--- src/verilog/pipe_settings.svh ---
// Pipeline widths and levels
`ifndef PIPE_SETTINGS_SVH
`define PIPE_SETTINGS_SVH

// datapath
`define DATA_WIDTH 32
`define REG_NUM_WIDTH 5

// stage levels
`define E_LEVEL_NUM 1
`define M_LEVEL_NUM 2
`define LEVEL_WIDTH 3

`endif

--- src/verilog/ctrlPkg.sv ---
// Execute control encodings
`include "pipe_settings.svh"

package ctrlPkg;

    typedef enum logic [3:0] {
        opAdd  = 4'd0,
        opSub  = 4'd1,
        opAnd  = 4'd2,
        opOr   = 4'd3,
        opXor  = 4'd4,
        opNor  = 4'd5,
        opSlt  = 4'd6,
        opSltu = 4'd7,
        opSll  = 4'd8,   // shift by shamt
        opSrl  = 4'd9,
        opSra  = 4'd10,
        opSllv = 4'd11,  // shift by rs
        opSrlv = 4'd12,
        opSrav = 4'd13,
        opLui  = 4'd14
    } aluOpT;

    // writeback source
    typedef enum logic [1:0] {
        wdAlu  = 2'd0,
        wdMem  = 2'd1,
        wdLink = 2'd2
    } wdSelT;

    typedef struct packed {
        logic                      aluIn2Sel;      // 1 = immediate
        aluOpT                     aluOp;
        logic                      dmWriteEnable;
        logic [2:0]                dmDataType;     // for the memory stage
        logic                      rfWriteEnable;
        logic [`REG_NUM_WIDTH-1:0] rfWriteTarget;
        wdSelT                     rfWdSel;
        logic [`LEVEL_WIDTH-1:0]   resultSince;    // 1 alu/link, 2 load
    } execCtrl;

endpackage

--- src/verilog/stagePkg.sv ---
// Stage payload types
`include "pipe_settings.svh"

package stagePkg;

    // ID/EX contents
    typedef struct packed {
        logic [`DATA_WIDTH-1:0]    pc;
        logic [`DATA_WIDTH-1:0]    inst;
        logic [`REG_NUM_WIDTH-1:0] rsNum;
        logic [`DATA_WIDTH-1:0]    rsData;
        logic [`REG_NUM_WIDTH-1:0] rtNum;
        logic [`DATA_WIDTH-1:0]    rtData;
        logic [`DATA_WIDTH-1:0]    imm32;
        logic [4:0]                shamt;
        ctrlPkg::execCtrl          ctrl;
    } deBundle;

    // EX/MEM contents
    typedef struct packed {
        logic [`DATA_WIDTH-1:0]    pc;
        logic [`DATA_WIDTH-1:0]    inst;
        logic [`DATA_WIDTH-1:0]    result;
        logic [`DATA_WIDTH-1:0]    storeData;
        logic                      dmWriteEnable;
        logic [2:0]                dmDataType;
        logic                      rfWriteEnable;
        logic [`REG_NUM_WIDTH-1:0] rfWriteTarget;
        ctrlPkg::wdSelT            rfWdSel;
        logic [`LEVEL_WIDTH-1:0]   resultSince;
    } emBundle;

    // register file write from writeback
    typedef struct packed {
        logic                      writeEnable;
        logic [`REG_NUM_WIDTH-1:0] target;
        logic [`DATA_WIDTH-1:0]    data;
    } wbBus;

endpackage

--- src/verilog/pipeReg.sv ---
// Generic pipeline stage register
`timescale 1ns/1ns
`include "pipe_settings.svh"

module pipeReg #(
    parameter type payloadT = logic [7:0],
    parameter int  levelNum = 1
) (
    input  logic                    clk,
    input  logic                    reset,
    input  logic                    clear,
    input  logic                    hold,
    input  payloadT                 dataIn,
    input  logic [`LEVEL_WIDTH-1:0] resultSince,
    output payloadT                 dataOut,
    output logic                    haveResult
);

    logic [`LEVEL_WIDTH-1:0] sinceQ;

    always_ff @(posedge clk) begin
        if (reset || clear) begin   // clear beats hold
            dataOut <= '0;
            sinceQ  <= '0;
        end else if (!hold) begin
            dataOut <= dataIn;
            sinceQ  <= resultSince;
        end
    end

    // a bubble (since 0) never has a result; otherwise the producing
    // stage must already lie behind this register
    assign haveResult = (sinceQ != '0) && (int'(sinceQ) < levelNum);

endmodule

--- src/verilog/hazardUnit.sv ---
// Forwarding and hazard detection
`timescale 1ns/1ns
`include "pipe_settings.svh"

module hazardUnit (
    input  stagePkg::deBundle      deIn,
    input  stagePkg::emBundle      emIn,
    input  logic                   emHaveResult,
    input  stagePkg::wbBus         wbIn,
    input  logic                   stallM,
    output logic [`DATA_WIDTH-1:0] rsValue,
    output logic [`DATA_WIDTH-1:0] rtValue,
    output logic                   stallD,
    output logic                   bubbleM
);

    logic rsWait;
    logic rtWait;
    logic loadUse;

    function automatic logic [`DATA_WIDTH-1:0] pickOperand(
        input logic [`REG_NUM_WIDTH-1:0] num,
        input logic [`DATA_WIDTH-1:0]    decodeData,
        input stagePkg::emBundle         em,
        input logic                      emReady,
        input stagePkg::wbBus            wb
    );
        logic [`DATA_WIDTH-1:0] value;
        if (num == '0)
            value = '0;   // r0 is hardwired
        else if (em.rfWriteEnable && em.rfWriteTarget == num && emReady)
            value = em.result;
        else if (wb.writeEnable && wb.target == num)
            value = wb.data;
        else
            value = decodeData;
        return value;
    endfunction

    // producer sits in EX/MEM but its value is not there yet
    function automatic logic waitsOnMem(
        input logic [`REG_NUM_WIDTH-1:0] num,
        input stagePkg::emBundle         em,
        input logic                      emReady
    );
        return (num != '0) && em.rfWriteEnable && (em.rfWriteTarget == num) && !emReady;
    endfunction

    assign rsValue = pickOperand(deIn.rsNum, deIn.rsData, emIn, emHaveResult, wbIn);
    assign rtValue = pickOperand(deIn.rtNum, deIn.rtData, emIn, emHaveResult, wbIn);

    assign rsWait  = waitsOnMem(deIn.rsNum, emIn, emHaveResult);
    assign rtWait  = waitsOnMem(deIn.rtNum, emIn, emHaveResult);
    assign loadUse = rsWait || rtWait;

    assign stallD  = loadUse || stallM;
    assign bubbleM = loadUse && !stallM;   // a frozen EX/MEM keeps its load

endmodule

--- src/verilog/executeUnit.sv ---
// Execute stage datapath
`timescale 1ns/1ns
`include "pipe_settings.svh"

module executeUnit (
    input  stagePkg::deBundle      deIn,
    input  logic [`DATA_WIDTH-1:0] rsValue,
    input  logic [`DATA_WIDTH-1:0] rtValue,
    output stagePkg::emBundle      emNext
);

    logic [`DATA_WIDTH-1:0] opA;
    logic [`DATA_WIDTH-1:0] opB;
    logic [`DATA_WIDTH-1:0] aluOut;
    logic [`DATA_WIDTH-1:0] linkAddr;
    logic [4:0]             varShift;

    assign opA      = rsValue;
    assign opB      = deIn.ctrl.aluIn2Sel ? deIn.imm32 : rtValue;
    assign varShift = rsValue[4:0];
    assign linkAddr = deIn.pc + `DATA_WIDTH'(8);   // past the delay slot

    always_comb begin
        aluOut = '0;
        case (deIn.ctrl.aluOp)
            ctrlPkg::opAdd:  aluOut = opA + opB;
            ctrlPkg::opSub:  aluOut = opA - opB;
            ctrlPkg::opAnd:  aluOut = opA & opB;
            ctrlPkg::opOr:   aluOut = opA | opB;
            ctrlPkg::opXor:  aluOut = opA ^ opB;
            ctrlPkg::opNor:  aluOut = ~(opA | opB);
            ctrlPkg::opSlt:  aluOut[0] = $signed(opA) < $signed(opB);
            ctrlPkg::opSltu: aluOut[0] = opA < opB;
            ctrlPkg::opSll:  aluOut = opB << deIn.shamt;
            ctrlPkg::opSrl:  aluOut = opB >> deIn.shamt;
            ctrlPkg::opSra:  aluOut = $signed(opB) >>> deIn.shamt;
            ctrlPkg::opSllv: aluOut = opB << varShift;
            ctrlPkg::opSrlv: aluOut = opB >> varShift;
            ctrlPkg::opSrav: aluOut = $signed(opB) >>> varShift;
            ctrlPkg::opLui:  aluOut = {deIn.imm32[15:0], 16'b0};
            default:         aluOut = '0;
        endcase
    end

    always_comb begin
        emNext.pc            = deIn.pc;
        emNext.inst          = deIn.inst;
        emNext.result        = (deIn.ctrl.rfWdSel == ctrlPkg::wdLink) ? linkAddr : aluOut;
        emNext.storeData     = rtValue;   // forwarded store value
        emNext.dmWriteEnable = deIn.ctrl.dmWriteEnable;
        emNext.dmDataType    = deIn.ctrl.dmDataType;
        emNext.rfWriteEnable = deIn.ctrl.rfWriteEnable;
        emNext.rfWriteTarget = deIn.ctrl.rfWriteTarget;
        emNext.rfWdSel       = deIn.ctrl.rfWdSel;
        emNext.resultSince   = deIn.ctrl.resultSince;
    end

endmodule

--- src/verilog/execStage.sv ---
// Execute slice top level
`timescale 1ns/1ns
`include "pipe_settings.svh"

module execStage (
    input  logic              clk,
    input  logic              reset,
    input  logic              clearE,
    input  logic              stallM,
    input  stagePkg::deBundle decodeIn,
    input  stagePkg::wbBus    wbIn,
    output stagePkg::emBundle memOut,
    output logic              memHaveResult,
    output logic              stallD
);

    stagePkg::deBundle      deOut;
    stagePkg::emBundle      emNext;
    logic [`DATA_WIDTH-1:0] rsValue;
    logic [`DATA_WIDTH-1:0] rtValue;
    logic                   bubbleM;

    // ID/EX
    pipeReg #(
        .payloadT (stagePkg::deBundle),
        .levelNum (`E_LEVEL_NUM)
    ) deReg (
        .clk         (clk),
        .reset       (reset),
        .clear       (clearE),
        .hold        (stallD),
        .dataIn      (decodeIn),
        .resultSince (decodeIn.ctrl.resultSince),
        .dataOut     (deOut),
        .haveResult  ()   // nothing computed before EX
    );

    hazardUnit hazardUnit_i (
        .deIn         (deOut),
        .emIn         (memOut),
        .emHaveResult (memHaveResult),
        .wbIn         (wbIn),
        .stallM       (stallM),
        .rsValue      (rsValue),
        .rtValue      (rtValue),
        .stallD       (stallD),
        .bubbleM      (bubbleM)
    );

    executeUnit executeUnit_i (
        .deIn    (deOut),
        .rsValue (rsValue),
        .rtValue (rtValue),
        .emNext  (emNext)
    );

    // EX/MEM
    pipeReg #(
        .payloadT (stagePkg::emBundle),
        .levelNum (`M_LEVEL_NUM)
    ) emReg (
        .clk         (clk),
        .reset       (reset),
        .clear       (bubbleM),
        .hold        (stallM),
        .dataIn      (emNext),
        .resultSince (emNext.resultSince),
        .dataOut     (memOut),
        .haveResult  (memHaveResult)
    );

endmodule

--- config.mk ---
export PLATFORM = sky130hd
export DESIGN_NAME = execStage
export DESIGN_NICKNAME = d
export VERILOG_FILES = /design/src/verilog/ctrlPkg.sv /design/src/verilog/stagePkg.sv /design/src/verilog/pipeReg.sv /design/src/verilog/hazardUnit.sv /design/src/verilog/executeUnit.sv /design/src/verilog/execStage.sv
export VERILOG_INCLUDE_DIRS = /design/src /design/src/verilog
export SDC_FILE = /design/constraint.sdc
export NUM_CORES = 2
export LEC_CHECK = 0
export BUFFER_PORTS_ARGS = -buffer_cell sky130_fd_sc_hd__buf_2
export CAP_MARGIN = 25
export CORE_ASPECT_RATIO = 1.75
export CORE_MARGIN = 2
export CORE_UTILIZATION = 25
export CTS_CLUSTER_DIAMETER = 80
export DETAILED_ROUTE_END_ITERATION = 16
export PLACE_DENSITY_LB_ADDON = 0.05
export SLEW_MARGIN = 5
export SYNTH_ARGS = -nofsm -noshare
export SYNTH_HDL_FRONTEND = slang
export SYNTH_SLANG_ARGS = --single-unit
--- constraint.sdc ---
create_clock -name clk -period 6.78 [get_ports clk]
set_clock_uncertainty 0.1 [all_clocks]
set_input_delay 2.034 -clock clk [delete_from_list [all_inputs] [get_ports clk]]
set_output_delay 2.034 -clock clk [all_outputs]
set_load 0.02 [all_outputs]
Word-level counts from Yosys, hierarchy flattened
Cells that the tools add are included.
- $lt $le $gt $ge: 3
- shift operators: 6
- multiplexer cells: 10
- reduce and logical (&&, ||, !) cells: 26
- equal/unequal tests: 19
- bitwise operators: 4
- add/subtract/negate cells: 3
- operators with widths (cell ; number):
    case mux 31 bit (13 select lines) ; 1
    two-way mux 32 bit ; 8
    less-than comparator 32 bit ; 2
    << shifter 32 x 5 -> 32 bit ; 2
    >> shifter 32 x 5 -> 32 bit ; 2
    >>> shifter 32 x 5 -> 32 bit ; 2
    adder 32 bit ; 1
    adder 32 x 4 -> 32 bit (second input constant) ; 1
    AND 32 bit ; 1
    NOT 32 bit ; 1
    bitwise OR 32 bit ; 1
    subtractor 32 bit ; 1
    XOR 32 bit ; 1
    equality test 4 bit (second input constant) ; 7
    equality test 5 bit ; 4
    equality test 4 x 3 -> 1 bit (second input constant) ; 4
    logical AND 1 bit ; 14
    case mux 1 bit (14 select lines) ; 1
    zero test 5 bit ; 2
    nonzero test 5 bit ; 2
    equality test 4 x 2 -> 1 bit (second input constant) ; 2
    equality test 4 x 1 -> 1 bit (second input constant) ; 1
    zero test 4 bit ; 1
    logical OR 1 bit ; 4
    other kinds (4) ; 5
- register bits: 338
- bits of input ports: 237

Depth between registers and ports, before layout
- depth in word-level cells: 10
- mapped depth: 25

By module
From an unflattened synthesis, not the netlist that was laid out.
- cell total of the unflattened synthesis: 3903
- area, all modules: 32822.7 µm²
- by module, submodules not included (module ; instances ; cells an instance ; area an instance (µm²) ; seq. area each (µm²)):
    executeUnit ; 1 ; 2379 ; 18006.0 ; 0.0
    pipeReg (deReg) ; 1 ; 632 ; 6959.2 ; 3903.7
    pipeReg (emReg) ; 1 ; 472 ; 5337.6 ; 2922.8
    hazardUnit ; 1 ; 420 ; 2519.9 ; 0.0

Least setup slack after synthesis
OpenSTA, ideal clock, no wires.
- path type: input -> register
- from: input port wbIn[34] (netlist name)
- to: register emReg.dataOut[76] (netlist name)
- data required time: 6.546 ns
- library setup time: 0.134 ns
- buffers on the path: 4
- setup slack: -0.510 ns
- arrival: 7.056 ns
- stages on the path: 23
- cell sequence: xnor2_1 > nand2_1 > nor2_1 > buf_2 > mux2i_1 > a211o_1 > clkinv_1 > buf_2 > buf_1 > buf_1 > ha_1 > nor3_1 > o31a_1 > o21a_1 > a211oi_1 > o31ai_1 > a21oi_1 > o22ai_1 > o41ai_1 > mux2_2 > a211o_1 > a2111oi_1 > o22ai_1
- longest elaborated chain between the ends: 10
- RTL lines (what ; line ; RTL):
    from (decl) ; execStage.sv:11 ; input stagePkg::wbBus wbIn,
    parallel branches: the longest is 8 deep, another holds subtractor 32 bit ; -- ;
    case mux 31 bit (13 select lines) (*) ; executeUnit.sv:25 ; case (deIn.ctrl.aluOp)
    two-way mux 32 bit (*) ; executeUnit.sv:48 ; emNext.result = (deIn.ctrl.rfWdSel == ctrlPkg::wdLink) ? linkAddr : aluOut;
    to (signal assigned) ; pipeReg.sv:26 ; dataOut <= dataIn;
    to (decl) ; pipeReg.sv:15 ; output payloadT dataOut,
Mark *: on every way between the ends.
A chain may end at the register's enable or synchronous reset.

Final worst setup path
- from: input port wbIn[36] (netlist name)
- to: register emReg.dataOut[76] (netlist name)
Same word-level chain as after synthesis.

==> flow_metrics.tcl <==
set metrics [dict create \
    finish.utilization_pct 34.0 \
    ys_seq_elements 338 \
    tns_ns 0 \
    via_count 37900 \
    setup_slack_ns 0.110 \
    cts_tree "built" \
    clock_latency_ns 0.62 \
    power.switching_mw 2.14 \
    dr.first_iter.drc_count 3325 \
    grt_start_max_net_pins 196 \
    grtUsageTotal_pct 44.7 \
    p_total_mw 5.76 \
    critPathKind "in2reg" \
    async_flop_share_pct 0 \
    syn_to_final_growth_pct 34.8 \
    pre_cts_ws_ns -0.794 \
    min_period_ns 6.67 \
    dpl.cell_count 6243 \
    clockBufferDepth 3 \
    ys_warn_count 0 \
    cts_sinks 338 \
    drt_first_pass_iters 7 \
    grt_antenna_before_repair 60 \
    power_density_mw_per_mm2 150 \
    synth_top_family_by_area "compound AO/OA/AOI/OAI gates" \
    path_clk_slew_ns 0.06 \
    io_buffers 381 \
    status "finished, final reports clean" \
    synth_flop_cell "dfxtp_1" \
    p_clk_share_pct 34.6 \
    drc 0 \
    setup_viol 0 \
    rsz0062_at_grt "false" \
    grt_pass1_wl_mm 350 \
    synthSimpleGateAreaFrac_pct 22.0 \
    pin_count 382 \
    synthMuxAreaShare_pct 12.9 \
    multiInputGateArea_sq_mm 0.0200 \
    synthCells 3984 \
    hold_path_class "reg2reg" \
    dieArea_sq_mm 0.117 \
    max_freq_ghz 0.150 \
    leakagePower_nw 16.3 \
    synthAdderAreaFrac_pct 4.63 \
    cts-root-buf "clkbuf_16" \
    drt-total-wl_mm 263 \
    hpwl_mm 207 \
    synth.avg_cell_area_sq_um 7.14 \
    synth-edff-count 0 \
    seqPwrFrac_pct 37.2 \
    gp_congestion 1.08 \
    fin_cells 6363 \
    cp.arrival_ns 7.02 \
    p_int_mw 3.62 \
    grt_pass1_vias 36900 \
    yosysSeqAreaShare_pct 23.8 \
    regArea_sq_mm 0.00678 \
    worstPathMaxFanout 9 \
    die_w_microns 259 \
    drv_cap 0 \
    num-fill-cells 12500 \
    grt_remaining_overflow 0 \
    slew_viol_final 0 \
    pwr-share-comb_pct 28.1 \
    synth-compound-area-share_pct 28.3 \
    period_share_pct 98.4 \
    final_layout_size_suffix_gt1_share_pct 27.8 \
    drtAntennaViolNets 0 \
    finalHoldViolCount 0 \
    die_height_microns 450 \
    endpoint_kind "flop" \
    vdd_drop_max_v 0.000189 \
    fp-row-count 163 \
    tightest_slew_ns 1.18 \
    nets 5152 \
    synth_xor_area_share_pct 1.82 \
    worstPathRequired_ns 7.13 \
    netlist_area_sq_mm 0.0284 \
    syn_nets 4325 \
    vias_per_cell 5.96 \
    cp-start-kind "input pin" \
    initial_core_util_pct 25.2 \
    cts_max_level 2 \
    wl_per_cell_microns 41.3 \
    coreArea_sq_mm 0.113 \
    relSlewSlack_pct 20.2 \
    synth_cell_types 92 \
    switching_share_pct 37.2 \
    cts_buffers 35 \
]
==> metrics by stage <==
| stage | cell area (sq um) | hold slack (ns) |
|---|---|---|
| after floorplan | 28500 | 0.332 |
| after global placement | 36800 | 0.340 |
| after detailed placement | 36900 | 0.346 |
| after CTS | 38000 | 0.355 |
| after global routing | 38200 | 0.374 |
| final | 38300 | 0.353 |
==> power by group through the flow <==
stage | combinational [mW] | clock [mW] | sequential, mW
4_1_cts | 1.53 | 2.04 | 2.14
2_1_floorplan | 0.657 | 0 | 2.15
5_1_grt | 1.66 | 2.09 | 2.14
6_report | 1.62 | 1.99 | 2.14
3_3_place_gp | 1.53 | 0 | 2.18
3_5_place_dp | 1.53 | 0 | 2.18
==> final timing paths <==
kind                      start  cells past startpoint            endpoint  slack [ns]
max reg2reg    emReg.dataOut[2]                     19   emReg.dataOut[76]        0.54
min          deReg.dataOut[143]                      2  deReg.dataOut[143]        0.35
min reg2reg  deReg.dataOut[143]                      2  deReg.dataOut[143]        0.35
max                    wbIn[36]                     22   emReg.dataOut[76]        0.11
==> cells by family (layout without fill, tap and decap cells) <==
kind of cell	after synthesis	count (layout)
simple gates	1457	1457
compound gates	1239	1239
buf+inv	459	1307
flops	338	338
mux	328	328
fa+ha+maj	104	104
xor+xnor	59	59
other cells	0	46
==> routing by layer <==
| layer | part of all wire, % | GRT usage (%) | up-vias |
|---|---|---|---|
| met5 | 0.095 | 0.421 | - |
| met4 | 14 | 52.1 | 38 |
| met3 | 7.7 | 17.2 | 1041 |
| met2 | 47 | 71.4 | 2201 |
| met1 | 31 | 40.4 | 18400 |
| li1 | - | - | 16200 |
==> cell type report <==
class | count | area share [%]
inverter | 106 | 1.06
multi-input combinational | 3187 | 52.3
clock inverter | 11 | 0.291
tap | 1485 | 4.85
timing repair buffer | 1143 | 21.0
antenna | 46 | 0.300
sequential | 338 | 17.7
clock buffer | 47 | 2.54
==> repair_timing <==
item	4_1_cts	5_1_grt
resized for setup	6	16
setup buffers	0	1
pin swaps	0	1
endpoints found under the hold margin	0	0
setup endpoints to repair	4	16
cloned	0	0
hold buffers	0	0
==> synthesized netlist by cell type, types with 20 or more instances <==
cell         n  area share, %
mux2_2      22           0.87
a211o_1     37            1.1
buf_1       34           0.45
a31oi_1     67            1.5
o211ai_1    58            1.5
xnor2_1     48            1.5
nor3_1      65            1.1
a21oi_1    428            7.5
clkbuf_1   267            3.5
a22oi_1     66            1.7
o2111ai_1   20           0.62
a22o_1      21           0.65
inv_1       89            1.2
dfxtp_1    338             24
buf_2       40           0.70
nor4_1      58            1.3
a211oi_1    45            1.2
o221ai_1    28           0.86
ha_1       102            4.5
nand3_1    111            2.0
nand2_1    689            9.1
nor2_1     392            5.2
nand4_1     36           0.79
mux4_2      27            2.1
a221oi_1    43            1.3
o21ai_0    182            3.2
mux2i_1    274            9.6
a21o_1      24           0.63
o22ai_1     52            1.1
==> state kept, by name (all words and copies together), names as in the netlist <==
signal	flops
deReg.dataOut	195
emReg.dataOut	143
==> placed cells by master, fill, tap and decap left out, types with 31 or more instances in the layout <==
| cell type | count |
|---|---|
| buf_4 | 720 |
| nand2_1 | 689 |
| a21oi_1 | 425 |
| buf_2 | 383 |
| nor2_1 | 382 |
| dfxtp_1 | 333 |
| mux2i_1 | 274 |
| o21ai_0 | 178 |
| nand3_1 | 111 |
| ha_1 | 101 |
| inv_1 | 87 |
| a31oi_1 | 64 |
| a22oi_1 | 64 |
| nor3_1 | 62 |
| o211ai_1 | 58 |
| nor4_1 | 57 |
| o22ai_1 | 52 |
| diode_2 | 46 |
| xnor2_1 | 46 |
| a221oi_1 | 43 |
| a211oi_1 | 42 |
| nand4_1 | 36 |
| a211o_1 | 36 |
| clkbuf_16 | 36 |
| buf_12 | 31 |
==> worst max-delay path, cell delays in order <==
cell and delay [ns]:
buf_2 0.12, xnor2_1 0.19, and4_1 0.28, buf_12 0.15, buf_12 0.11, nand3_1 0.07, a31oi_1 0.35, a22oi_2 0.14
ha_1 0.33, buf_4 0.15, or3_1 0.47, a211oi_2 0.41, a211oi_4 0.09, o31ai_1 0.35, buf_4 0.22, a21oi_2 0.09
o22ai_1 0.25, o41ai_1 0.14, mux2_2 0.29, a211o_1 0.28, a2111oi_1 0.35, o22ai_1 0.12
Note: power is estimated with default switching activity, not from simulation.
